`config.mk`:
```
export PLATFORM = sky130hd
export DESIGN_NAME = mem_port
export DESIGN_NICKNAME = d
export VERILOG_FILES = /design/src/hdl/graph_cu_pkg.sv /design/src/hdl/mem_port.sv /design/src/hdl/sync_fifo.sv
export VERILOG_INCLUDE_DIRS = /design/src /design/src/hdl
export SDC_FILE = /design/constraint.sdc
export NUM_CORES = 2
export LEC_CHECK = 0
export BUFFER_PORTS_ARGS = -buffer_cell sky130_fd_sc_hd__buf_2
export CORE_ASPECT_RATIO = 0.6
export CORE_MARGIN = 10
export CORE_UTILIZATION = 35
export DETAILED_ROUTE_END_ITERATION = 6
export GPL_ROUTABILITY_DRIVEN = 1
export PLACE_DENSITY = 0.52
export SYNTH_ARGS = -nofsm -noshare
export SYNTH_HDL_FRONTEND = slang
export SYNTH_SLANG_ARGS = --single-unit
```
`constraint.sdc`:
```
create_clock -name clock -period 9.46 [get_ports clock]
set_clock_uncertainty 0.05 [all_clocks]
set_input_delay 0.473 -clock clock [delete_from_list [all_inputs] [get_ports clock]]
set_output_delay 0.473 -clock clock [all_outputs]
set_load 0.005 [all_outputs]
```
`src/hdl/graph_cu_consts.svh`:
```
// Sizes shared by the graph control unit RTL
// Include this before any module or package that needs them

`ifndef GRAPH_CU_CONSTS_SVH
`define GRAPH_CU_CONSTS_SVH

// Unit count and buffer depths
`define GCU_NUM_CU    4
`define GCU_JOB_DEPTH 8
`define GCU_CMD_DEPTH 16

// Field widths
`define GCU_ADDR_W 32
`define GCU_DATA_W 16
`define GCU_SUM_W  32
`define GCU_CNT_W  16
`define GCU_VID_W  16

`endif

```
`src/hdl/graph_cu_pkg.sv`:
```
// Types used across the graph control unit, plus the round-robin pick
`default_nettype none

`include "graph_cu_consts.svh"

package graph_cu_pkg;

	typedef logic [1:0] cu_id_t;

	typedef struct packed {
		logic [`GCU_VID_W-1:0]  vertex_id;
		logic [`GCU_ADDR_W-1:0] edge_start;
		logic [`GCU_CNT_W-1:0]  edge_count;
	} vertex_job_t;

	typedef struct packed {
		cu_id_t                 cu_id;
		logic [`GCU_ADDR_W-1:0] addr;
	} read_cmd_t;

	typedef struct packed {
		cu_id_t                 cu_id;
		logic [`GCU_DATA_W-1:0] word;
	} read_data_t;

	typedef struct packed {
		logic [`GCU_VID_W-1:0] vertex_id;
		logic [`GCU_SUM_W-1:0] sum;
	} vertex_result_t;

	// First requester at or after ptr, wrapping around
	function automatic cu_id_t rr_pick(input logic [`GCU_NUM_CU-1:0] req, input cu_id_t ptr);
		cu_id_t idx;
		cu_id_t pick;
		logic   hit;
		pick = ptr;
		hit  = 1'b0;
		for (int k = 0; k < `GCU_NUM_CU; k++) begin
			idx = ptr + cu_id_t'(k);
			if (!hit && req[idx]) begin
				pick = idx;
				hit  = 1'b1;
			end
		end
		return pick;
	endfunction

endpackage

`default_nettype wire

```
`src/hdl/mem_port.sv`:
```
// Memory port: per-unit read command buffers, round-robin arbiter into a
// burst buffer, registered command output and read data routing by unit id
`timescale 1ns/1ps
`default_nettype none

`include "graph_cu_consts.svh"

module mem_port import graph_cu_pkg::*; (
	input  logic                   clock,
	input  logic                   rstn,
	input  logic [`GCU_NUM_CU-1:0] req_valid,
	input  logic [`GCU_ADDR_W-1:0] req_addr [`GCU_NUM_CU],
	output logic [`GCU_NUM_CU-1:0] req_ready,
	output logic                   rd_cmd_valid,
	input  logic                   rd_cmd_ready,
	output read_cmd_t              rd_cmd,
	input  logic                   rd_data_valid,
	input  read_data_t             rd_data,
	output logic [`GCU_NUM_CU-1:0] cu_data_valid,
	output logic [`GCU_DATA_W-1:0] cu_data_word
);

	logic [`GCU_ADDR_W-1:0] q_addr [`GCU_NUM_CU];
	logic [`GCU_NUM_CU-1:0] q_full;
	logic [`GCU_NUM_CU-1:0] q_empty;
	logic [`GCU_NUM_CU-1:0] q_pop;
	logic [`GCU_NUM_CU-1:0] arb_req;
	logic                   grant_any;
	cu_id_t                 grant_idx;
	cu_id_t                 rr_ptr;
	logic                   arb_valid;
	read_cmd_t              arb_cmd;
	read_cmd_t              burst_head;
	logic                   burst_afull;
	logic                   burst_empty;
	logic                   burst_pop;

	////////////////////////////////////////////////////////////
	// Per-unit command buffers
	////////////////////////////////////////////////////////////

	for (genvar i = 0; i < `GCU_NUM_CU; i++) begin : g_cmd_q
		assign req_ready[i] = !q_full[i];
		assign arb_req[i]   = !q_empty[i] && !burst_afull;
		assign q_pop[i]     = grant_any && (grant_idx == cu_id_t'(i));

		sync_fifo #(
			.WIDTH    (`GCU_ADDR_W),
			.DEPTH    (`GCU_CMD_DEPTH),
			.HEADROOM (1)
		) u_cmd_q (
			.clock       (clock),
			.rstn        (rstn),
			.push        (req_valid[i] && req_ready[i]),
			.data_in     (req_addr[i]),
			.full        (q_full[i]),
			.almost_full (),
			.pop         (q_pop[i]),
			.data_out    (q_addr[i]),
			.empty       (q_empty[i])
		);
	end

	assign grant_any = |arb_req;
	assign grant_idx = rr_pick(arb_req, rr_ptr);

	always_ff @(posedge clock or negedge rstn) begin
		if (!rstn) begin
			arb_valid <= 1'b0;
			rr_ptr    <= '0;
		end else begin
			arb_valid <= grant_any;
			if (grant_any)
				rr_ptr <= grant_idx + 1'b1;
		end
	end

	always_ff @(posedge clock) begin
		if (grant_any)
			arb_cmd <= '{cu_id: grant_idx, addr: q_addr[grant_idx]};
	end

	////////////////////////////////////////////////////////////
	// Burst buffer and command output register
	////////////////////////////////////////////////////////////

	// Headroom covers the grant still in flight
	sync_fifo #(
		.WIDTH    ($bits(read_cmd_t)),
		.DEPTH    (`GCU_CMD_DEPTH),
		.HEADROOM (4)
	) u_burst_q (
		.clock       (clock),
		.rstn        (rstn),
		.push        (arb_valid),
		.data_in     (arb_cmd),
		.full        (),
		.almost_full (burst_afull),
		.pop         (burst_pop),
		.data_out    (burst_head),
		.empty       (burst_empty)
	);

	assign burst_pop = !burst_empty && (!rd_cmd_valid || rd_cmd_ready);

	always_ff @(posedge clock or negedge rstn) begin
		if (!rstn)
			rd_cmd_valid <= 1'b0;
		else if (!rd_cmd_valid || rd_cmd_ready)
			rd_cmd_valid <= !burst_empty;
	end

	always_ff @(posedge clock) begin
		if (burst_pop)
			rd_cmd <= burst_head;
	end

	// Read data goes only to the unit named in its tag
	always_ff @(posedge clock or negedge rstn) begin
		if (!rstn) begin
			cu_data_valid <= '0;
		end else begin
			for (int i = 0; i < `GCU_NUM_CU; i++)
				cu_data_valid[i] <= rd_data_valid && (rd_data.cu_id == cu_id_t'(i));
		end
	end

	always_ff @(posedge clock) begin
		cu_data_word <= rd_data.word;
	end

endmodule

`default_nettype wire

```
`src/hdl/sync_fifo.sv`:
```
// Synchronous FIFO with show-ahead output and occupancy count
// DEPTH must be a power of two; almost_full rises HEADROOM entries before full
`timescale 1ns/1ps
`default_nettype none

module sync_fifo #(
	parameter int WIDTH    = 8,
	parameter int DEPTH    = 16,
	parameter int HEADROOM = 1
) (
	input  logic             clock,
	input  logic             rstn,
	input  logic             push,
	input  logic [WIDTH-1:0] data_in,
	output logic             full,
	output logic             almost_full,
	input  logic             pop,
	output logic [WIDTH-1:0] data_out,
	output logic             empty
);

	localparam int PTR_W = $clog2(DEPTH);

	logic [WIDTH-1:0] mem [DEPTH];
	logic [PTR_W-1:0] wr_ptr;
	logic [PTR_W-1:0] rd_ptr;
	logic [PTR_W:0]   count;

	assign empty       = (count == '0);
	assign full        = (count == (PTR_W+1)'(DEPTH));
	assign almost_full = (count >= (PTR_W+1)'(DEPTH - HEADROOM));
	assign data_out    = mem[rd_ptr];

	always_ff @(posedge clock or negedge rstn) begin
		if (!rstn) begin
			wr_ptr <= '0;
			rd_ptr <= '0;
			count  <= '0;
		end else begin
			if (push)
				wr_ptr <= wr_ptr + 1'b1;
			if (pop)
				rd_ptr <= rd_ptr + 1'b1;
			count <= count + (PTR_W+1)'(push) - (PTR_W+1)'(pop);
		end
	end

	always_ff @(posedge clock) begin
		if (push)
			mem[wr_ptr] <= data_in;
	end

	a_no_overflow: assert property (@(posedge clock) disable iff (!rstn) !(push && full))
		else $error("push into full FIFO");
	a_no_underflow: assert property (@(posedge clock) disable iff (!rstn) !(pop && empty))
		else $error("pop from empty FIFO");

endmodule

`default_nettype wire

```
==> run_results.csv <==
group,metric,value,unit
critical_path,crit_type,"reg2reg",
timing,slew_headroom,30.4,%
critical_path,cp_cell_sequence,"inv_1 > ha_1 > or4b_4 > mux2i_1 > a31oi_1 > or2_1 > inv_2 > buf_4 > nor2_1 > ha_1 > inv_1 > ha_1 > fa_1 > a21oi_1 > nor2_1 > nor2_1 > xnor2_1",
timing,clock.fmax,219,MHz
clock_tree,cts_tree,"done",
timing,period_needed,4.57,ns
clock_tree,cts_buffers,275,
synthesis,netlist_area,0.105,mm^2
clock_tree,htreeDepth,5,
finish,layout_commonest_cell,"edfxtp_1",
placed_design,place_hpwl,155000,um
synthesis,avgSynthCellArea,22.8,um^2
clock_tree,cts_setup_buffers,0,
power,sequentialPowerShare,43.8,%
power,power.internal,25700,uW
timing,rsz0062_at_grt,"false",
floorplanning,die_h,444,um
global_route,antenna_found_initial,42,
synthesis,synth.largest_area_cell,"edfxtp_1",
synthesis,ys.flop_type,"edfxtp_1",
clock_tree,clkLatencyLatePin,0.86,ns
critical_path,regToRegSetupSlack,4.89,ns
critical_path,slowest_stage,"inv_2",
power,vdd.ir_drop.worst,277,uV
critical_path,cp.arrival,5.30,ns
synthesis,synth_top_area_share,76.3,%
floorplanning,dieArea,0.322,mm^2
synthesis,synthCells,4584,
timing,setup-violations-final,0,
critical_path,path_max_fanout,22,
finish,layout_common_cells,"edfxtp_1 (2660), mux4_2 (682), clkbuf_16 (284), a22oi_1 (257), buf_2 (211)",
power,p_sw_share,32.8,%
floorplanning,dieWidth,726,um
finish,final_nets,5324,
power,p_per_area,316,mW/mm^2
detailed_routing,drt_iter0_drc,5251,
global_route,grt-ovfl-total,0,
timing,finalSetupTns,0,ns
job,maxCapViolCount,0,
power,power_frac_clock,27.7,%
detailed_routing,wl_per_cell,29.9,um
power,switchingPower,12600,uW
timing,hold_viol,0,
detailed_routing,drc,0,
detailed_routing,ant_nets,0,
synthesis,ys_top_cells_by_area,"edfxtp_1 (76%), mux4_2 (15%), a22oi_1 (1.8%)",
hold_path,holdCritPathClass,"in2async",
floorplanning,initial_core_util,35.2,%
synthesis,syn-num-nets,4800,
finish,syn2layout_area_growth,15.9,%
timing,slew_viol_final,0,
clock_tree,cts_hold_buffers,152,
power,comb_power_share,28.4,%
power,power,38300,uW
finish,drive_gt1_share,28.4,%
finish,utilization,40.8,%
placed_design,portBuffers,212,
clock_tree,clock-root-buffer,"clkbuf_16",
critical_path,cpPeakStageDelay,0.53,ns
global_route,track_usage,16.9,%
synthesis,synth_edf_count,2660,
global_route,grt_pass1_vias,50500,
placed_design,gp_congestion,0.739,
detailed_routing,wl,278000,um
synthesis,seq_area_frac_synth,78.3,%
detailed_routing,dr.pass1.iters,7,
synthesis,ys_ff_latch,2749,
clock_tree,clk_pin_slew,0.07,ns
synthesis,synth_cell_types,53,
global_route,grt_max_degree,112,
timing,worst_pin_slew,1.04,ns
clock_tree,cts_resized,0,
clock_tree,clock-sinks,2749,
clock_tree,cts_buffer_depth,4,
critical_path,critPathLaunchType,"flop",
global_route,grt_first_pass_wirelength,393000,um
synthesis,ys_warn_count,0,
synthesis,postSynth.asyncResetShare,2.66,%
floorplanning,io_pins,213,
critical_path,cp.required,10.19,ns
power,total_leakage_power,0.0386,uW
critical_path,cp-end-kind,"flop",
detailed_routing,vias_per_cell,5.33,
floorplanning,fp.coreArea,0.297,mm^2
floorplanning,std_cell_rows,155,
status,status,"finished clean",
detailed_routing,vias,49600,
timing,timing.final.crit_share,48.3,%
metrics by stage:
| stage | hold slack (ns) | instance area [um^2] | std cells | setup slack [ns] |
|---|---|---|---|---|
| after detailed placement | 0.463 | 111000 | 8682 | 4.91 |
| after global routing | 0.107 | 121000 | 9320 | 4.68 |
| final | 0.126 | 121000 | 9322 | 4.89 |
| after global placement | 0.458 | 111000 | 8682 | 4.82 |
| after floorplan | 0.127 | 105000 | 4584 | 4.64 |
| after CTS | 0.0758 | 121000 | 9317 | 4.88 |
synth_stat cells, types with 8 or more instances:
library cell,count
clkbuf_1,151
nor3_1,13
dfxtp_1,16
o21ai_0,8
buf_1,33
nand4_1,9
ha_1,57
xor2_1,19
edfxtp_1,2660
and2_1,32
mux4_2,682
mux2i_1,97
nor2_1,60
inv_1,75
nand2b_1,8
nor4_1,12
dfrtp_1,73
nand2_1,157
a22oi_1,257
a21oi_1,12
nor2b_1,10
xnor2_1,31
buf_2,49
nand3_1,8
flip-flops by register name, indices dropped and copies added (netlist names), 5 cells and up:
register	flops
arb_cmd	34
cu_data_word	16
g_cmd_q.u_cmd_q.count	20
g_cmd_q.u_cmd_q.mem	2048
g_cmd_q.u_cmd_q.rd_ptr	16
g_cmd_q.u_cmd_q.wr_ptr	16
rd_cmd	34
u_burst_q.count	5
u_burst_q.mem	544
final timing paths:
path                                        startpoint                            to  cells after the start
hold / removal                                    rstn                     rr_ptr[1]                      2
setup reg to reg           g_cmd_q[0].u_cmd_q.count[3]   g_cmd_q[2].u_cmd_q.count[4]                     17
setup / recovery           g_cmd_q[0].u_cmd_q.count[3]   g_cmd_q[2].u_cmd_q.count[4]                     17
min in group clock                        req_valid[3]  g_cmd_q[3].u_cmd_q.wr_ptr[0]                      3
hold reg to reg            g_cmd_q[0].u_cmd_q.count[0]   g_cmd_q[0].u_cmd_q.count[0]                      1
max in group asynchronous                         rstn  g_cmd_q[2].u_cmd_q.rd_ptr[0]                      3
layout make-up:
class | instances | area (um^2)
fill | 26100 | 176000
antenna | 5 | 12.5
clock buffer | 341 | 7320
inverter | 76 | 285
timing repair buffer | 491 | 3600
tap | 4003 | 5010
sequential | 2749 | 82100
multi-input combinational | 1515 | 21900
clock inverter | 142 | 1200
critical path, delay by kind of cell, from the launching register on:
family | cells | cell delay (ns)
compound gates | 2 | 0.25
simple gates | 5 | 1.20
flops | 1 | 0.39
mux | 1 | 0.17
xor+xnor | 1 | 0.12
buf+inv | 4 | 1.16
fa+ha+maj | 4 | 1.13
kinds of logic after synthesis:
family / count (synthesis) / share of synthesized area (%)
AOI/OAI and AO/OA: 292 / 2.05
xor gates and xnor gates: 50 / 0.418
adders and majority gates: 62 / 0.777
buffers and inverters: 320 / 1.30
DFF: 2749 / 78.3
muxes: 784 / 15.7
and+or+nand+nor: 327 / 1.47
metal layers:
metal	GRT usage, %	vias to the layer above	wire, um
li1	-	20400	-
met1	25.6	27100	129000
met4	4.17	34	6960
met3	4.16	410	21700
met5	0	-	208
met2	24.5	1710	121000
power groups by stage:
stage / combinational, uW / sequential [uW] / clock (uW)
4_1_cts: 11100 / 16800 / 10900
5_1_grt: 11700 / 17000 / 11400
3_3_place_gp: 11000 / 17000 / 0
3_5_place_dp: 11000 / 17100 / 0
6_report: 10900 / 16800 / 10600
2_1_floorplan: 7100 / 16100 / 0
(Power assumes the default switching activity.)
