<file path="src/hdl/graph_cu_consts.svh">
// Sizes shared by the graph control unit RTL
// Include this before any module or package that needs them

`ifndef GRAPH_CU_CONSTS_SVH
`define GRAPH_CU_CONSTS_SVH

// Unit count and buffer depths
`define GCU_NUM_CU    4
`define GCU_JOB_DEPTH 8
`define GCU_CMD_DEPTH 16

// Field widths
`define GCU_ADDR_W 32
`define GCU_DATA_W 16
`define GCU_SUM_W  32
`define GCU_CNT_W  16
`define GCU_VID_W  16

`endif

</file>
<file path="src/hdl/graph_cu_pkg.sv">
// Types used across the graph control unit, plus the round-robin pick
`default_nettype none

`include "graph_cu_consts.svh"

package graph_cu_pkg;

	typedef logic [1:0] cu_id_t;

	typedef struct packed {
		logic [`GCU_VID_W-1:0]  vertex_id;
		logic [`GCU_ADDR_W-1:0] edge_start;
		logic [`GCU_CNT_W-1:0]  edge_count;
	} vertex_job_t;

	typedef struct packed {
		cu_id_t                 cu_id;
		logic [`GCU_ADDR_W-1:0] addr;
	} read_cmd_t;

	typedef struct packed {
		cu_id_t                 cu_id;
		logic [`GCU_DATA_W-1:0] word;
	} read_data_t;

	typedef struct packed {
		logic [`GCU_VID_W-1:0] vertex_id;
		logic [`GCU_SUM_W-1:0] sum;
	} vertex_result_t;

	// First requester at or after ptr, wrapping around
	function automatic cu_id_t rr_pick(input logic [`GCU_NUM_CU-1:0] req, input cu_id_t ptr);
		cu_id_t idx;
		cu_id_t pick;
		logic   hit;
		pick = ptr;
		hit  = 1'b0;
		for (int k = 0; k < `GCU_NUM_CU; k++) begin
			idx = ptr + cu_id_t'(k);
			if (!hit && req[idx]) begin
				pick = idx;
				hit  = 1'b1;
			end
		end
		return pick;
	endfunction

endpackage

`default_nettype wire

</file>
<file path="src/hdl/result_merge.sv">
// Result stage: merges unit results round-robin into one registered output
// and keeps the vertex and edge done totals
`timescale 1ns/1ps
`default_nettype none

`include "graph_cu_consts.svh"

module result_merge import graph_cu_pkg::*; (
	input  logic                   clock,
	input  logic                   rstn,
	input  logic [`GCU_NUM_CU-1:0] cu_res_valid,
	input  vertex_result_t         cu_res [`GCU_NUM_CU],
	input  logic [`GCU_CNT_W-1:0]  cu_edge_count [`GCU_NUM_CU],
	output logic [`GCU_NUM_CU-1:0] cu_res_ready,
	output logic                   res_valid,
	input  logic                   res_ready,
	output vertex_result_t         res_out,
	output logic [`GCU_CNT_W-1:0]  vertex_done_count,
	output logic [`GCU_CNT_W-1:0]  edge_done_count
);

	cu_id_t                rr_ptr;
	cu_id_t                grant_idx;
	logic                  load;
	logic                  grant_any;
	logic [`GCU_CNT_W-1:0] out_edges;

	// Output register takes a new result when empty or being drained
	assign load      = !res_valid || res_ready;
	assign grant_idx = rr_pick(cu_res_valid, rr_ptr);
	assign grant_any = load && (|cu_res_valid);

	for (genvar i = 0; i < `GCU_NUM_CU; i++) begin : g_ready
		assign cu_res_ready[i] = grant_any && (grant_idx == cu_id_t'(i));
	end

	always_ff @(posedge clock or negedge rstn) begin
		if (!rstn) begin
			res_valid         <= 1'b0;
			rr_ptr            <= '0;
			vertex_done_count <= '0;
			edge_done_count   <= '0;
		end else begin
			if (res_valid && res_ready) begin
				vertex_done_count <= vertex_done_count + 1'b1;
				edge_done_count   <= edge_done_count + out_edges;
			end
			if (load)
				res_valid <= |cu_res_valid;
			if (grant_any)
				rr_ptr <= grant_idx + 1'b1;
		end
	end

	// Edge count rides along with the result until it is accepted
	always_ff @(posedge clock) begin
		if (grant_any) begin
			res_out   <= cu_res[grant_idx];
			out_edges <= cu_edge_count[grant_idx];
		end
	end

	a_res_hold: assert property (@(posedge clock) disable iff (!rstn)
		res_valid && !res_ready |=> res_valid && $stable(res_out))
		else $error("result dropped or changed before res_ready");

endmodule

`default_nettype wire

</file>
<file path="config.mk">
export PLATFORM = sky130hd
export DESIGN_NAME = result_merge
export DESIGN_NICKNAME = d
export VERILOG_FILES = /design/src/hdl/graph_cu_pkg.sv /design/src/hdl/result_merge.sv
export VERILOG_INCLUDE_DIRS = /design/src /design/src/hdl
export SDC_FILE = /design/constraint.sdc
export NUM_CORES = 1
export LEC_CHECK = 0
export ABC_AREA = 1
export BUFFER_PORTS_ARGS = -buffer_cell sky130_fd_sc_hd__buf_2
export CAP_MARGIN = 20
export CORE_AREA = 3 3 134 136
export DETAILED_ROUTE_END_ITERATION = 8
export DIE_AREA = 0 0 137 139
export PLACE_DENSITY = 0.74
export SYNTH_ARGS = -nofsm -noshare
export SYNTH_HDL_FRONTEND = slang
export SYNTH_SLANG_ARGS = --single-unit
export TNS_END_PERCENT = 30
</file>
<file path="constraint.sdc">
create_clock -name clock -period 7.5 [get_ports clock]
set_input_delay 1.125 -clock clock [delete_from_list [all_inputs] [get_ports clock]]
set_output_delay 1.125 -clock clock [all_outputs]
set_load 0.02 [all_outputs]
</file>
==> summary.md, run 1 <==
The run finished with clean final reports. The logs give 23.8% for the overall fraction of global-route tracks in use and 39.2% for the sequential fraction of the synthesis area. The final HPWL from detailed placement is 17,500 um. Among all flip-flop cells after synthesis, the most frequent one is edfxtp_1.

Counting flops and latches in the post-synthesis netlist gives 99. The endpoint identified for the worst register-to-register timing path is res_out[13]. When the netlist entered floorplanning its net count stood at 1,323.

The initialized floorplan defines 48 standard-cell rows. Core outline area: 17,100 um2. The layout has 1,716 filler cells.

For this run, design rule violations remaining after detail routing come to 0. The endpoint kind of the worst setup timing path is an output pin. The number of global-route vias before repair was 7,425; the utilization after layout was 53.6%. The final clock skew is 0.00766 ns, and the number of non-filler instances in the completed layout is 1,578. The most frequent standard cell in the layout excluding fill and tap cells is nand2_1. In this run, placement finished with an instance count of 1,557. In this run the clock root is driven by a clkbuf_16. The total cell area at the placement stage is 8830 um2. Once the floorplan was initialized, standard cells occupied 41.8% of the core. The logs give 31 for the post-synthesis cell type count and 9040 um for the total routed wire length on the met1 layer. The share of async-settable or async-resettable flops after synthesis works out to 35.4%. The final critical path time including I/O delays and setup was 5.02 ns; the placer's final routability congestion estimate was 0.951. The via-per-instance ratio is 4.99, and the number of buffers added for setup after CTS is 0. The final route contains 7,876 vias. For this block, the initial DRC count from the detailed router was 483. The portion of the clock cycle consumed by the worst path in the final layout came out at 66.9%. In the post-route analysis, the smallest setup slack over all paths is 2.48 ns. The detail route stage leaves a number of antenna-violating nets equal to 0.

The number of flops mapped to enable cells by yosys works out to 64. The tools report the kind of launch point of the worst setup path as a primary input. Dividing total power by cell area gives a power density of 553 nW/um2. At the pin with the least slew margin, the transition time is 0.940 ns.

The worst register-to-register path has a setup slack of 3.66 ns. For the netlist area before placement, the log shows 7140 um2. The pin count of the biggest net entering global routing was 79. A synthesized cell averages 6.87 um2.

The cell depth of the worst min-delay path was 1. For the I/O pin count, the log shows 348. The path with the worst hold slack has its endpoint at vertex_done_count[15]. The worst hold path belongs to the class reg2reg. Total CTS buffers: 9.

The fraction of layout instances using a drive strength above 1 was 28.6%. The count of pins over their slew limit is 0, and the total wirelength of the detailed-routed design is 23,200 um. The Yosys step of the flow raised 0 warnings.

The tree built by TritonCTS fans out to 99 sinks. The die span in y was 139 um; the total congestion overflow after global routing was 0. The tools report the number of antenna violations at the first check in global routing as 6. Clock-pin slew was measured on the worst setup and hold paths at 0.07 ns. The first global-routing pass estimated 36,300 um of wire.

The critical path is of the in2out type. The uppermost layer routed is met4. The tools report the H-tree depth as 3.

The peak supply drop was 0.342 mV. At the later pin of the worst-skew pair, clock insertion delay measures 0.35 ns. Of all nets on the critical path, the largest fanout is 70. The final instance area is 9150 um2, and the total of buffers placed on input and output ports is 347. Compared with the post-synthesis result, the final layout area differs by 28.2%. OpenSTA, run right after detailed placement, puts the worst setup slack at 2.40 ns. In this run the static leakage power is 5.26 nW. The top cell types in the final layout, fill and taps aside, are nand2_1 (565), buf_2 (347), nand3_1 (159), edfxtp_1 (64), dfrtp_1 (35).

The die covers 19,000 um2. The hold violation total from the final report was 0; the number of detailed-routing iterations run before antenna repair was 5. TritonCTS built the clock tree. For the wire length on met2, the log shows 11,300 um. The beginning of the worst register-to-register path was rr_ptr[0].

After the last flow step, the layout net total stands at 1,627. The horizontal die dimension is 137 um, and the number of standard cells after synthesis is 1,039. Once the clock tree was built, the resizer swapped 0 gates to a different size. Adding up every negative setup slack in the final design gives 0 ns. The fmax came out at 0.199 GHz.

In this run the tightest slew margin relative to its limit is 37.3%. The number of cells on the worst reg-to-reg path is 13. The max-cap violation count is 0. Setup repair after global routing left no endpoint under its margin.

The clock passes through at most 2 buffers. At the worst endpoint, the arrival time is 3.89 ns. In this run the most critical hold path is launched from vertex_done_count[15]. For the worst setup path, the data required time is 6.38 ns. The hold buffer count at CTS is 0, and the per-cell routed wire length is 14.7 um. In the detailed route, the total length drawn on met3 is 1790 um. Setup violations remaining at the end of the flow were counted as 0.
[worst max path at each step]
stage,from,end,slack (ns),cells after the start
6_report,cu_res_valid[1],cu_res_ready[3],2.48,15
5_1_grt,cu_res_valid[3],cu_res_ready[3],2.12,15
4_1_cts,cu_res_valid[3],cu_res_ready[2],2.42,15
3_5_place_dp,cu_res_valid[3],cu_res_ready[2],2.40,15
3_3_place_gp,cu_res_valid[3],cu_res_ready[3],2.46,15
2_1_floorplan,cu_res_valid[1],cu_res_ready[0],1.03,4
[synthesized netlist by cell type (all sizes together), types with 4 or more instances]
| library cell | instances | share of area, % |
|---|---|---|
| nor2 | 21 | 1.3 |
| dfrtp | 35 | 12 |
| edfxtp | 64 | 27 |
| a31oi | 4 | 0.35 |
| nor3 | 5 | 0.35 |
| buf | 55 | 5.3 |
| xnor2 | 11 | 1.4 |
| ha | 20 | 3.5 |
| nand2 | 572 | 30 |
| inv | 33 | 1.8 |
| o21bai | 5 | 0.53 |
| o21ai | 13 | 0.91 |
| a21oi | 16 | 1.1 |
| clkbuf | 6 | 0.32 |
| xor2 | 10 | 1.2 |
| nand3 | 160 | 11 |
[per-stage QoR]
| stage | total power [mW] | hold WS [ns] |
|---|---|---|
| 3_3_place_gp | 4.55 | 0.457 |
| 3_5_place_dp | 4.61 | 0.483 |
| 6_report | 5.06 | 0.488 |
| 2_1_floorplan | 3.93 | 0.530 |
| 4_1_cts | 5.10 | 0.499 |
| 5_1_grt | 5.61 | 0.512 |
[critical path: stages]
cell     delay (ns)
buf_2          0.12
nand2_1        0.09
nand3_1        0.08
nand2_1        0.14
inv_2          0.08
nor2_8         0.13
nand3_4        0.59
nand2_1        0.25
nand2_1        0.09
nand2_2        0.06
buf_4          0.56
ha_1           0.26
inv_1          0.04
nor2_1         0.08
buf_2          0.17
[kinds of logic after synthesis]
kind of cell | synth area share, %
XOR/XNOR | 2.58
AO/OA/AOI/OAI | 3.12
buffers and inverters | 7.35
AND/OR/NAND/NOR | 44.0
adder cells (fa/ha/maj) | 3.79
flip-flops | 39.2
[area by class of cell]
class                      instances  area (um2)  share of cell area (%)
tap                              225         282                    3.08
sequential                        99        2800                    30.6
inverter                          33         126                    1.38
timing repair buffer             354        1790                    19.6
antenna                            5        12.5                   0.137
multi-input combinational        846        3840                    42.0
clock buffer                      10         250                    2.74
clock inverter                     6        48.8                   0.534
[power by group]
part / switching (mW) / total [mW] / internal, mW
Combinational: 2.37 / 3.44 / 1.07
Sequential: 0.133 / 1.14 / 1.01
Clock: 0.224 / 0.475 / 0.251
[layer usage]
layer	vias up	global-route usage, %
met5	-	0
li1	3957	-
met3	64	3.99
met4	0	12.1
met1	3503	29.5
met2	352	39.5
[state kept, by name (all words and copies together) (netlist names)]
register           count
res_valid              1
rr_ptr                 2
edge_done_count       16
vertex_done_count     16
res_out               48
out_edges             16
(Power assumes the default switching activity.)
==> run 2: changes to the inputs <==
--- a/config.mk
+++ b/config.mk
@@ -9,10 +9,10 @@
 export ABC_AREA = 1
 export BUFFER_PORTS_ARGS = -buffer_cell sky130_fd_sc_hd__buf_2
 export CAP_MARGIN = 20
-export CORE_AREA = 3 3 134 136
+export CORE_MARGIN = 3
+export CORE_UTILIZATION = 43
 export DETAILED_ROUTE_END_ITERATION = 8
-export DIE_AREA = 0 0 137 139
-export PLACE_DENSITY = 0.74
+export PLACE_DENSITY = 0.78
 export SYNTH_ARGS = -nofsm -noshare
 export SYNTH_HDL_FRONTEND = slang
 export SYNTH_SLANG_ARGS = --single-unit
==> constraint.sdc (replaced) <==
create_clock -name clock -period 4.6 [get_ports clock]
set_input_delay 0.69 -clock clock [delete_from_list [all_inputs] [get_ports clock]]
set_output_delay 0.69 -clock clock [all_outputs]
set_load 0.02 [all_outputs]
==> summary.md, run 2 (synthesis gave the netlist of run 1 again) <==
The flow ran to the end, and the final reports show no timing, DRC or antenna violations. Number of global-route vias before repair: 7,161. The kind of launch point of the worst setup path is a register. Initial core utilization: 44.4%. Register name with the most flops: res_out. The required time of the worst setup path was 3.91 ns; the antenna violation net count after detailed routing was 0. TritonCTS built the clock tree. Setup violations remaining at the end of the flow were counted as 0. VDD sags by at most 0.502 mV. Port buffering added 347 buffers. In this run the static leakage power is 5.27 nW. The number of detailed-routing iterations run before antenna repair is 7, and the reg-to-reg setup timing slack is 1.38 ns. The first global-routing pass estimated 35,700 um of wire. The number of antenna diodes in the final layout is 0. After the first detailed-routing iteration, the DRC count stood at 590. For this run, the total global-route usage over all layers was measured as 24.7%. Timing would allow up to 0.265 GHz. The run gives 8830 um2 as the total cell area at the placement stage.

The register with the most flip-flops in the layout has 48 of them. For the placer's final routability congestion estimate, the log shows 0.921. In the layout the commonest cells are nand2_1 (565), buf_2 (347), nand3_1 (159), edfxtp_1 (64), dfrtp_1 (35).

The run gives 9150 um2 as the final instance area. The number of cells on the worst reg-to-reg path is 13. In this run the power density over the cells is 908 nW/um2.

Destination of the worst register-to-register timing path: res_out[20]. The hold violation total from the final report came out at 0. In this run the clock root is driven by a clkbuf_16.

Counting I/O delays and the setup requirement, the final critical path takes 3.77 ns. The residual DRC count was 0; the register clock-pin slew on the reported worst setup and hold paths was 0.07 ns. Insertion delay to the later sink of the worst-skew pair: 0.35 ns. Setup repair after global routing left no endpoint under its margin.

Hold repair after CTS inserted 0 buffers. After detailed routing, the total wire length is 23,100 um. CTS built an H-tree with a depth of 3. The max-slew headroom at the worst pin was 39.1%.

Number of gates resized after cts: 0. The per-cell routed wire length works out to 14.8 um. Summed over all layers, the global routing overflow is 0. After floorplanning, the core was sized to cover 16,100 um2. The horizontal die dimension is 135 um. The startpoint identified for the worst register-to-register timing path is rr_ptr[0].

From bottom edge to top edge, the die measures 135 um. The path class of the tightest hold or removal check is in2async. The actual slew at the worst max-slew pin came out at 0.913 ns.

The library cell used most frequently in the layout, excluding fill and tap cells, is nand2_1. CTS sink count: 99. The via-per-instance ratio works out to 5.06.

The worst setup path is captured at an output pin. After the last flow step, the layout net total stands at 1,628. On the final layout, the worst clock skew is 0.00413 ns. The tools report the maximum clock path buffer count as 2. The area growth from synthesis to layout is 28.2%.

The final HPWL from detailed placement is 17,600 um, and the I/O pin count is 348. For the worst setup path, the data arrival time is 3.08 ns. The count of pins over their slew limit is 0. For the max-cap violation count, the log shows 0. Tracing the worst setup path back leads to its startpoint at rr_ptr[0].

The tools report the number of buffers added for setup after CTS as 0. For the site row count, the log shows 46. The category of the critical setup timing path was reg2out. The final critical path takes up 81.9% of the cycle.

The total CTS buffers was 9; the pin count of the biggest net entering global routing was 86. The run gives 0 ns as the final sum of negative setup slack. The overall die area was 18,200 um2; the number of vias after detailed routing was 7,920. The maximum fanout count along the critical path was 47. Power comes to 8.31 mW.

The post-route netlist has 28.5% of its cells at a drive strength greater than 1. The tools report the number of antenna violations at the first check in global routing as 0.
## run 2: layout make-up
cell class / instances / area [um2]
Clock buffer: 12 / 279
Clock inverter: 4 / 40.0
Fill cell: 1552 / 6910
Inverter: 33 / 126
Multi-Input combinational cell: 846 / 3840
Sequential cell: 99 / 2800
Tap cell: 216 / 270
Timing Repair Buffer: 355 / 1800
## run 2: worst max-delay path, cell delays in order (launching register included)
cell and delay [ns]:
dfrtp_1 0.58, inv_4 0.10, nand2_1 0.10, nand3_1 0.07
nand2_1 0.16, inv_2 0.08, nor2_8 0.13, nand3_4 0.45
nand2_4 0.49, inv_1 0.12, ha_1 0.20, inv_1 0.05
nor2_1 0.04, buf_2 0.15
## run 2: power by group
part	switching [mW]	internal (mW)
Sequential	0.217	1.65
Combinational	3.88	1.76
Clock	0.363	0.446
Total	4.46	3.85
## run 2: routing by layer
layer | GRT usage (%) | part of all wire (%) | vias to the layer above
met2 | 43.6 | 51 | 338
met4 | 7.52 | 2.4 | 0
met3 | 3.76 | 7.1 | 42
met5 | 0 | 0 | -
li1 | - | - | 3961
met1 | 31.1 | 39 | 3579
## run 2: metrics by stage
stage          util (%)  cells  hold slack, ns  worst slack (ns)
5_1_grt            57.0   1565           0.474             0.568
4_1_cts            57.0   1565           0.431             0.841
2_1_floorplan         -   1039           0.394             0.518
3_5_place_dp       55.0   1549           0.483              1.07
3_3_place_gp       55.0   1549           0.457              1.16
6_report           57.0   1565           0.416             0.831
## run 2: worst max path at each step
stage | endpoint | slack (ns) | depth (start not counted)
6_report | cu_res_ready[1] | 0.83 | 13
5_1_grt | cu_res_ready[1] | 0.57 | 13
4_1_cts | cu_res_ready[1] | 0.84 | 13
3_5_place_dp | cu_res_ready[1] | 1.07 | 13
3_3_place_gp | cu_res_ready[3] | 1.16 | 13
2_1_floorplan | cu_res_ready[0] | 0.52 | 4
