===== src/hdl/graph_cu_consts.svh =====
// Sizes shared by the graph control unit RTL
// Include this before any module or package that needs them

`ifndef GRAPH_CU_CONSTS_SVH
`define GRAPH_CU_CONSTS_SVH

// Unit count and buffer depths
`define GCU_NUM_CU    4
`define GCU_JOB_DEPTH 8
`define GCU_CMD_DEPTH 16

// Field widths
`define GCU_ADDR_W 32
`define GCU_DATA_W 16
`define GCU_SUM_W  32
`define GCU_CNT_W  16
`define GCU_VID_W  16

`endif


===== src/hdl/graph_cu_pkg.sv =====
// Types used across the graph control unit, plus the round-robin pick
`default_nettype none

`include "graph_cu_consts.svh"

package graph_cu_pkg;

	typedef logic [1:0] cu_id_t;

	typedef struct packed {
		logic [`GCU_VID_W-1:0]  vertex_id;
		logic [`GCU_ADDR_W-1:0] edge_start;
		logic [`GCU_CNT_W-1:0]  edge_count;
	} vertex_job_t;

	typedef struct packed {
		cu_id_t                 cu_id;
		logic [`GCU_ADDR_W-1:0] addr;
	} read_cmd_t;

	typedef struct packed {
		cu_id_t                 cu_id;
		logic [`GCU_DATA_W-1:0] word;
	} read_data_t;

	typedef struct packed {
		logic [`GCU_VID_W-1:0] vertex_id;
		logic [`GCU_SUM_W-1:0] sum;
	} vertex_result_t;

	// First requester at or after ptr, wrapping around
	function automatic cu_id_t rr_pick(input logic [`GCU_NUM_CU-1:0] req, input cu_id_t ptr);
		cu_id_t idx;
		cu_id_t pick;
		logic   hit;
		pick = ptr;
		hit  = 1'b0;
		for (int k = 0; k < `GCU_NUM_CU; k++) begin
			idx = ptr + cu_id_t'(k);
			if (!hit && req[idx]) begin
				pick = idx;
				hit  = 1'b1;
			end
		end
		return pick;
	endfunction

endpackage

`default_nettype wire


===== src/hdl/graph_cu_if.sv =====
// Valid/ready vertex job channel from the dispatcher to one compute unit
`timescale 1ns/1ps
`default_nettype none

`include "graph_cu_consts.svh"

interface cu_job_if;

	logic                   valid;
	logic                   ready;
	logic [`GCU_VID_W-1:0]  vertex_id;
	logic [`GCU_ADDR_W-1:0] edge_start;
	logic [`GCU_CNT_W-1:0]  edge_count;

	// Dispatcher side, fields held with valid until accepted
	modport source (
		output valid, vertex_id, edge_start, edge_count,
		input  ready
	);

	// Compute unit side
	modport sink (
		input  valid, vertex_id, edge_start, edge_count,
		output ready
	);

endinterface

`default_nettype wire


===== src/hdl/vertex_cu.sv =====
// Execute stage: one compute unit that reads every edge word of a vertex
// and sums them, then presents the vertex id with the sum
`timescale 1ns/1ps
`default_nettype none

`include "graph_cu_consts.svh"

module vertex_cu import graph_cu_pkg::*; (
	input  logic                   clock,
	input  logic                   rstn,
	input  cu_id_t                 cu_id,
	cu_job_if.sink                 job,
	output logic                   rd_req_valid,
	input  logic                   rd_req_ready,
	output logic [`GCU_ADDR_W-1:0] rd_req_addr,
	input  logic                   rd_data_valid,
	input  logic [`GCU_DATA_W-1:0] rd_data_word,
	output logic                   res_valid,
	input  logic                   res_ready,
	output vertex_result_t         res_out
);

	typedef enum logic [1:0] {
		S_IDLE,
		S_ISSUE,
		S_FINISH
	} state_t;

	state_t                 state;
	logic [`GCU_VID_W-1:0]  vid;
	logic [`GCU_ADDR_W-1:0] base;
	logic [`GCU_CNT_W-1:0]  edge_cnt;
	logic [`GCU_CNT_W-1:0]  issue_cnt;
	logic [`GCU_CNT_W-1:0]  ret_cnt;
	logic [`GCU_CNT_W-1:0]  ret_next;
	logic [`GCU_SUM_W-1:0]  acc;

	assign job.ready    = (state == S_IDLE);
	assign rd_req_valid = (state == S_ISSUE) && (issue_cnt != edge_cnt);
	assign rd_req_addr  = base + `GCU_ADDR_W'(issue_cnt);
	assign ret_next     = ret_cnt + `GCU_CNT_W'(rd_data_valid);
	assign res_valid    = (state == S_FINISH);
	assign res_out      = '{vertex_id: vid, sum: acc};

	////////////////////////////////////////////////////////////
	// Control FSM and counters
	////////////////////////////////////////////////////////////

	always_ff @(posedge clock or negedge rstn) begin
		if (!rstn) begin
			state     <= S_IDLE;
			issue_cnt <= '0;
			ret_cnt   <= '0;
			acc       <= '0;
		end else begin
			case (state)
				S_IDLE: begin
					if (job.valid) begin
						state     <= S_ISSUE;
						issue_cnt <= '0;
						ret_cnt   <= '0;
						acc       <= '0;
					end
				end
				S_ISSUE: begin
					if (rd_req_valid && rd_req_ready)
						issue_cnt <= issue_cnt + 1'b1;
					if (rd_data_valid)
						acc <= acc + `GCU_SUM_W'(rd_data_word);
					ret_cnt <= ret_next;
					// Returns never outrun issues, so this also covers zero-edge jobs
					if (ret_next == edge_cnt)
						state <= S_FINISH;
				end
				S_FINISH: begin
					if (res_ready)
						state <= S_IDLE;
				end
				default: state <= S_IDLE;
			endcase
		end
	end

	// Job fields, captured on acceptance
	always_ff @(posedge clock) begin
		if (state == S_IDLE && job.valid) begin
			vid      <= job.vertex_id;
			base     <= job.edge_start;
			edge_cnt <= job.edge_count;
		end
	end

	a_no_data_idle: assert property (@(posedge clock) disable iff (!rstn)
		rd_data_valid |-> state != S_IDLE)
		else $error("unit %0d got read data while idle", cu_id);

endmodule

`default_nettype wire


===== src/flat_wrapper.sv =====
// flat-port wrapper written by rule: the top's interface ports become plain ports
module vertex_cu_flat import graph_cu_pkg::*;
  (clock, rstn, cu_id, rd_req_valid, rd_req_ready, rd_req_addr, rd_data_valid, rd_data_word, res_valid, res_ready, res_out, job_valid, job_vertex_id, job_edge_start, job_edge_count, job_ready);
  cu_job_if job_i ();
  input  logic clock;
  input  logic rstn;
  input  cu_id_t cu_id;
  output logic rd_req_valid;
  input  logic rd_req_ready;
  output logic [`GCU_ADDR_W-1:0] rd_req_addr;
  input  logic rd_data_valid;
  input  logic [`GCU_DATA_W-1:0] rd_data_word;
  output logic res_valid;
  input  logic res_ready;
  output vertex_result_t res_out;
  input wire logic [$bits(job_i.valid)-1:0] job_valid;
  input wire logic [$bits(job_i.vertex_id)-1:0] job_vertex_id;
  input wire logic [$bits(job_i.edge_start)-1:0] job_edge_start;
  input wire logic [$bits(job_i.edge_count)-1:0] job_edge_count;
  output wire logic [$bits(job_i.ready)-1:0] job_ready;
  assign job_i.valid = job_valid;
  assign job_i.vertex_id = job_vertex_id;
  assign job_i.edge_start = job_edge_start;
  assign job_i.edge_count = job_edge_count;
  assign job_ready = job_i.ready;
  vertex_cu u_core (.clock(clock), .rstn(rstn), .cu_id(cu_id), .job(job_i), .rd_req_valid(rd_req_valid), .rd_req_ready(rd_req_ready), .rd_req_addr(rd_req_addr), .rd_data_valid(rd_data_valid), .rd_data_word(rd_data_word), .res_valid(res_valid), .res_ready(res_ready), .res_out(res_out));
endmodule

===== config.mk =====
export PLATFORM = sky130hd
export DESIGN_NAME = vertex_cu_flat
export DESIGN_NICKNAME = d
export VERILOG_FILES = /design/src/hdl/graph_cu_pkg.sv /design/src/hdl/graph_cu_if.sv /design/src/hdl/vertex_cu.sv /design/src/flat_wrapper.sv
export VERILOG_INCLUDE_DIRS = /design/src /design/src/hdl
export SDC_FILE = /design/constraint.sdc
export NUM_CORES = 1
export LEC_CHECK = 0
export BUFFER_PORTS_ARGS = -buffer_cell sky130_fd_sc_hd__buf_4
export CORE_MARGIN = 8
export CORE_UTILIZATION = 50
export CTS_CLUSTER_SIZE = 10
export DETAILED_ROUTE_END_ITERATION = 7
export HOLD_SLACK_MARGIN = 0.12
export PLACE_DENSITY = 0.83
export SETUP_SLACK_MARGIN = 0.4
export SYNTH_ARGS = -nofsm -noshare
export SYNTH_HDL_FRONTEND = slang
export SYNTH_SLANG_ARGS = --single-unit

===== constraint.sdc =====
create_clock -name clock -period 4.4 [get_ports clock]
set_input_delay 0.44 -clock clock [delete_from_list [all_inputs] [get_ports clock]]
set_output_delay 0.44 -clock clock [all_outputs]
set_load 0.02 [all_outputs]

==> results of run 1 <==
## cells in the mapped netlist (6+ instances only)
master    number
nor3_1         8
and2_1         7
nor2b_1        7
nand3_1       30
inv_1         16
nand2_1       55
a21o_1         8
ha_1          35
xnor2_1       56
clkbuf_1      15
o21a_1        12
and3_1        13
and4_1         6
a21oi_1       43
nand4_1       20
o21ai_0       62
edfxtp_1      64
or3_1          9
o211ai_1       9
nor2_1        52
nand2b_1       8
o31ai_1       15
dfrtp_1       66
xor2_1        35
## power breakdown
part	total (mW)	switching, mW	internal, mW	leakage [nW]
clock network	1.43	0.537	0.894	0.283
registers	1.63	0.202	1.42	1.44
logic	1.57	0.881	0.692	2.24
total	4.63	1.62	3.01	3.96
## state kept, by name, indices dropped and copies added, names as in the netlist
register	flops
u_core.vid	16
u_core.base	32
u_core.ret_cnt	16
u_core.state	2
u_core.acc	32
u_core.issue_cnt	16
u_core.edge_cnt	16
## final timing paths
| kind | cells after the start | end | start |
|---|---|---|---|
| worst max register to register | 10 | u_core.acc[28] | u_core.acc[0] |
| max in group asynchronous | 1 | u_core.ret_cnt[7] | rstn |
| worst min register to register | 1 | u_core.ret_cnt[15] | u_core.ret_cnt[15] |
| min in group clock | 1 | u_core.base[25] | job_edge_start[25] |
| worst min-delay path | 1 | u_core.acc[11] | rstn |
| worst max-delay path | 11 | rd_req_addr[24] | u_core.issue_cnt[0] |
## cell type report
type / instances / share of cell area (%)
multi-input combinational: 544 / 38.77
sequential: 130 / 38.05
timing repair buffer: 172 / 13.75
clock buffer: 20 / 4.650
tap: 184 / 2.451
clock inverter: 12 / 1.679
inverter: 16 / 0.6528
## worst max-delay path: cells and delay by family, from the launching register on
kind | cells | cell delay, ps
compound gates | 4 | 880
fa+ha+maj | 2 | 600
simple gates | 2 | 570
buf+inv | 2 | 220
xor+xnor | 1 | 190
flops | 1 | 440
## metrics by stage
step / std cells / total power, mW / worst slack [ps] / util (%) / cell area, µm²
after floorplan: 708 / 2.663 / 679.1 / - / 7328
after global placement: 1046 / 3.162 / 912.0 / 60.88 / 8781
after detailed placement: 1046 / 3.213 / 891.4 / 60.88 / 8781
after CTS: 1078 / 4.648 / 442.0 / 65.04 / 9382
after global routing: 1078 / 4.883 / 356.8 / 65.11 / 9392
final: 1078 / 4.630 / 636.4 / 65.11 / 9392
## metal layers
layer  routed length (µm)  vias up  track usage, %
li1                     -     2963               -
met1                 7488     2926           22.75
met2                 9183      201           33.37
met3                 1770       27           9.251
met4                  333        0           6.397
met5                    0        -               0
## cell families (layout without fill, tap and decap cells)
kind of cell / after synthesis / after routing / share of synthesized area, %
simple gates: 234 / 234 / 16.22
compound gates: 179 / 179 / 15.42
flops: 130 / 130 / 48.76
xor+xnor: 91 / 91 / 10.88
fa+ha+maj: 37 / 37 / 6.522
buf+inv: 34 / 220 / 1.775
mux: 3 / 3 / 0.4268
==> impl_metrics.py, run 1 <==
metrics = {
    "cts": {
        "cts-root-buf": "clkbuf_16",
        "cts_resized": 1,
        "htree_levels": 4,
        "cts.path.max_buffers": 2,
        "cts_setup_buffers": 0,
        "holdBufCountCts": 0,
        "path_clk_slew_ps": 60,
        "clock_latency_ps": 420,
        "cts_buffers": 17,
        "cts.sinks": 130,
        "tritoncts": "yes",
    },
    "synth": {
        "yosysUniqueCellTypes": 57,
        "synth_edf_count": 64,
        "syn_nets": 833,
        "ys_top_cells_by_area": "edfxtp_1, dfrtp_1, xnor2_1",
        "synth_ff_type": "dfrtp_1",
        "synth_area_leader_cell": "edfxtp_1",
        "ys_seq_elements": 130,
        "synth_area_per_cell_um2": 10.35,
        "syn_area_mm2": 0.007328,
        "synth_seq_area_share_pct": 48.76,
        "synthCells": 708,
        "synthArstFlopShare_pct": 50.77,
        "yosysWarnings": 0,
        "synth_top_area_share_pct": 26.23,
    },
    "sta": {
        "hold_viol": 0,
        "period_minus_slack_ps": 3764,
        "slew_violations": 0,
        "rsz0062_at_grt": "yes",
        "relSlewSlack_pct": 37.35,
        "worstMarginPinSlew_ps": 936.3,
        "tns_ps": 0,
        "period_share_pct": 85.54,
        "fmax_mhz": 265.7,
        "holdWs_ps": 113.7,
        "fin_skew_ps": 8.231,
        "finalSetupViolCount": 0,
    },
    "setup_path": {
        "path_max_fanout": 8,
        "path_cells": "ha_1 > inv_1 > fa_1 > nand2b_1 > a211oi_2 > o2111ai_1 > a21boi_1 > o22ai_2 > nor4_1 > xor2_1 > buf_4",
        "setup.worst_path.class": "flop to output pin",
        "end_kind": "output pin",
        "worst_path_max_delay_cell": "dfrtp_1",
        "required_ps": 3960,
        "critPathArrivalTime_ps": 3320,
        "start_kind": "flop",
        "slowest_delay_ps": 440,
        "r2r_setup_slack_ps": 1400,
    },
    "power": {
        "p_leak_nw": 3.958,
        "power_density_mw_per_mm2": 493.0,
        "ir_worst_vdd_mv": 0.3826,
    },
    "final_layout": {
        "register_area_mm2": 0.003573,
        "area_growth_pct": 28.15,
        "nNetsFinal": 1006,
        "most-common-layout-cells": "buf_4, dfrtp_1, edfxtp_1",
        "drive_gt1_share_pct": 24.16,
        "multi_input_area_mm2": 0.003641,
        "final_common_cell": "buf_4",
        "n_antenna_cell": 0,
        "fillers": 1109,
    },
    "grt": {
        "grt_pass1_wl_um": 29820,
        "grt_pass1_vias": 6120,
        "grt_max_degree": 73,
        "antenna_found_initial": 0,
        "grt_overflow_total": 0,
        "grtUsageTotal_pct": 20.17,
    },
    "detailed_routing": {
        "dr_total_vias": 6117,
        "postRouteAntennaNets": 0,
        "post_drt_wl_per_cell_um": 17.42,
        "wirelength_um": 18780,
        "drc": 0,
        "drt_iter0_drc": 425,
        "via_per_inst": 5.674,
        "dr.pass1.iters": 5,
    },
    "placement": {
        "place.gp.congestion": 0.8599,
        "place.port_buffers": 168,
        "dp_hpwl_um": 13760,
    },
    "floorplanning": {
        "num_io_pins": 171,
        "core-area_mm2": 0.01442,
        "die_w_um": 137.1,
        "initial_core_util_pct": 50.81,
        "die-area_mm2": 0.01879,
        "dieHeight_um": 137.1,
        "fp-row-count": 44,
    },
    "status": {
        "status": "completed",
    },
    "hold_path": {
        "hold_path.class": "input pin to async pin",
    },
    "job": {
        "cap_viol_max_count": 0,
    },
}
Power figures use the tool's default switching activity.
==> inputs of run 2 (changes only) <==
- BUFFER_PORTS_ARGS: -buffer_cell sky130_fd_sc_hd__buf_4 -> unset
- CORE_ASPECT_RATIO: unset -> 0.8
- DONT_BUFFER_PORTS: unset -> 1
- PLACE_DENSITY: 0.83 -> 0.73
==> run 2 against run 1 <==
Net effect:
- critical path depth decreased by 1
- core utilization decreased by 3.5 points
- routed wire length increased by 2.3%
- design area decreased by 6.2%
- cell count decreased by 9.4%
- non-clock buffer count down 102
- combinational power is 22% lower
- largest cell class unchanged
- sequential share of layout area up 2.5 points
- highest routed layer unchanged
- first-iteration DRC count increased by 6.1%
- critical path type unchanged
- clock power shrank 3%
- largest power group unchanged
- clock skew grew 1.3 ps
==> impl_metrics.py, run 2 (same netlist as run 1, synthesis figures left out) <==
metrics = {
    "status": {
        "status": "completed",
    },
    "sta": {
        "period_share_pct": 88.92,
        "fmax_mhz": 255.6,
        "slew_violations": 0,
        "finalSetupViolCount": 0,
        "relSlewSlack_pct": 37.78,
        "hold_viol": 0,
        "worstMarginPinSlew_ps": 933.3,
        "fin_skew_ps": 9.502,
        "period_minus_slack_ps": 3913,
        "tns_ps": 0,
        "rsz0062_at_grt": "yes",
    },
    "setup_path": {
        "path_cells": "ha_1 > inv_1 > fa_1 > nand2b_1 > a211oi_1 > o2111ai_1 > a21boi_2 > o22ai_2 > nor4_2 > xor2_2",
        "worst_path_max_delay_cell": "nor4_2",
        "path_buf_inv": 1,
        "start_kind": "flop",
        "slowest_delay_ps": 460,
        "critPathArrivalTime_ps": 3470,
        "end_kind": "output pin",
        "required_ps": 3960,
        "cp_top_family": "compound AO/OA/AOI/OAI gates",
        "path_max_fanout": 8,
        "setup.worst_path.class": "flop to output pin",
    },
    "power": {
        "swShare_pct": 37.61,
        "p_leak_nw": 3.409,
        "comb_power_share_pct": 28.2,
        "power_density_mw_per_mm2": 495.7,
        "intPower_mw": 2.725,
        "ir_worst_vdd_mv": 0.5506,
        "clkPwrFrac_pct": 31.6,
        "p_seq_share_pct": 40.2,
        "power.total_mw": 4.368,
        "power.switching_mw": 1.643,
    },
    "final_layout": {
        "nNetsFinal": 904,
        "final_cells": 977,
        "final_common_cell": "dfrtp_1",
        "final_core_util_pct": 61.63,
        "area_growth_pct": 20.25,
        "fillers": 1090,
        "most-common-layout-cells": "dfrtp_1, dlygate4sd3_1, edfxtp_1",
        "top_regs": "u_core.acc: 32 flops, u_core.base: 32 flops",
        "drive_gt1_share_pct": 6.944,
        "final_area_mm2": 0.008812,
    },
    "detailed_routing": {
        "wl_met2_um": 9255,
        "top_layer_used": "met4",
        "drc": 0,
        "dr.pass1.iters": 5,
        "wirelength_um": 19200,
        "via_per_inst": 6.032,
        "postRouteAntennaNets": 0,
        "post_drt_wl_per_cell_um": 19.65,
        "drt_iter0_drc": 451,
        "wl_met1_um": 7997,
        "dr_total_vias": 5893,
        "wl_met3_um": 1601,
    },
    "floorplanning": {
        "die-area_mm2": 0.01881,
        "core-area_mm2": 0.01430,
        "fp-row-count": 39,
        "die_w_um": 151.4,
        "num_io_pins": 171,
        "dieHeight_um": 124.3,
        "initial_core_util_pct": 51.26,
    },
    "grt": {
        "grt_max_degree": 67,
        "grt_pass1_vias": 5750,
        "grt_overflow_total": 0,
        "antenna_found_initial": 1,
        "grt_pass1_wl_um": 30350,
        "grtUsageTotal_pct": 20.26,
    },
    "placement": {
        "place.port_buffers": 0,
        "place.gp.congestion": 0.8914,
        "place_area_mm2": 0.007520,
        "dp_hpwl_um": 13230,
        "placed_cells": 878,
    },
    "cts": {
        "tritoncts": "yes",
        "cts_setup_buffers": 0,
        "htree_levels": 4,
        "path_clk_slew_ps": 60,
        "cts.sinks": 130,
        "cts-root-buf": "clkbuf_16",
        "cts.path.max_buffers": 2,
        "cts_buffers": 17,
        "clock_latency_ps": 420,
    },
    "hold_path": {
        "hold_path.class": "input pin to flop",
    },
    "job": {
        "cap_viol_max_count": 0,
    },
}
==> run 2: power by group through the flow <==
stage               registers [mW]  logic, mW  clock network, mW
floorplan                     1.69      0.973                  0
global placement              1.77       1.09                  0
detailed placement            1.78       1.15                  0
CTS                           1.76       1.22               1.40
global route                  1.78       1.36               1.46
finish                        1.76       1.23               1.38
==> run 2: path summary, 6_finish.rpt <==
check | slack [ps] | startpoint | cells after the start | to
max | 490 | u_core.issue_cnt[0] | 10 | rd_req_addr[24]
max reg2reg | 1150 | u_core.acc[0] | 10 | u_core.acc[28]
min | 210 | res_ready | 2 | u_core.state[1]
max in group asynchronous | 3560 | rstn | 2 | u_core.ret_cnt[15]
min in group asynchronous | 540 | rstn | 2 | u_core.acc[10]
min reg2reg | 520 | u_core.ret_cnt[15] | 1 | u_core.ret_cnt[15]
==> run 2: layout make-up <==
| type | count | area [µm²] | area share (%) |
|---|---|---|---|
| repair buffers | 70 | 708.2 | 8.036 |
| multi-input cells | 544 | 3664 | 41.57 |
| diodes | 1 | 2.502 | 0.02840 |
| inverters | 16 | 61.31 | 0.6957 |
| flip-flops and latches | 130 | 3573 | 40.55 |
| clock inverters | 15 | 147.6 | 1.675 |
| clock buffers | 17 | 425.4 | 4.827 |
| well taps | 184 | 230.2 | 2.613 |
==> run 2: layer usage <==
| metal | GRT usage (%) | up-vias |
|---|---|---|
| met2 | 31.56 | 245 |
| met1 | 26.03 | 2852 |
| met5 | 0 | - |
| li1 | - | 2762 |
| met4 | 6.566 | 0 |
| met3 | 6.572 | 34 |
==> run 2: stage by stage <==
stage / hold slack (ps) / setup WS (ps)
3_5_place_dp: 145.9 / 712.2
2_1_floorplan: 144.4 / 679.1
6_report: 210.0 / 487.4
5_1_grt: 210.2 / 307.5
4_1_cts: 191.5 / 415.1
3_3_place_gp: 146.3 / 772.8
==> run 2: timing repair <==
action	4_1_cts	5_1_grt
endpoints found under the setup margin	5	5
pin swaps	1	1
hold buffers	66	0
resized for setup	2	5
hold endpoints to repair	130	0
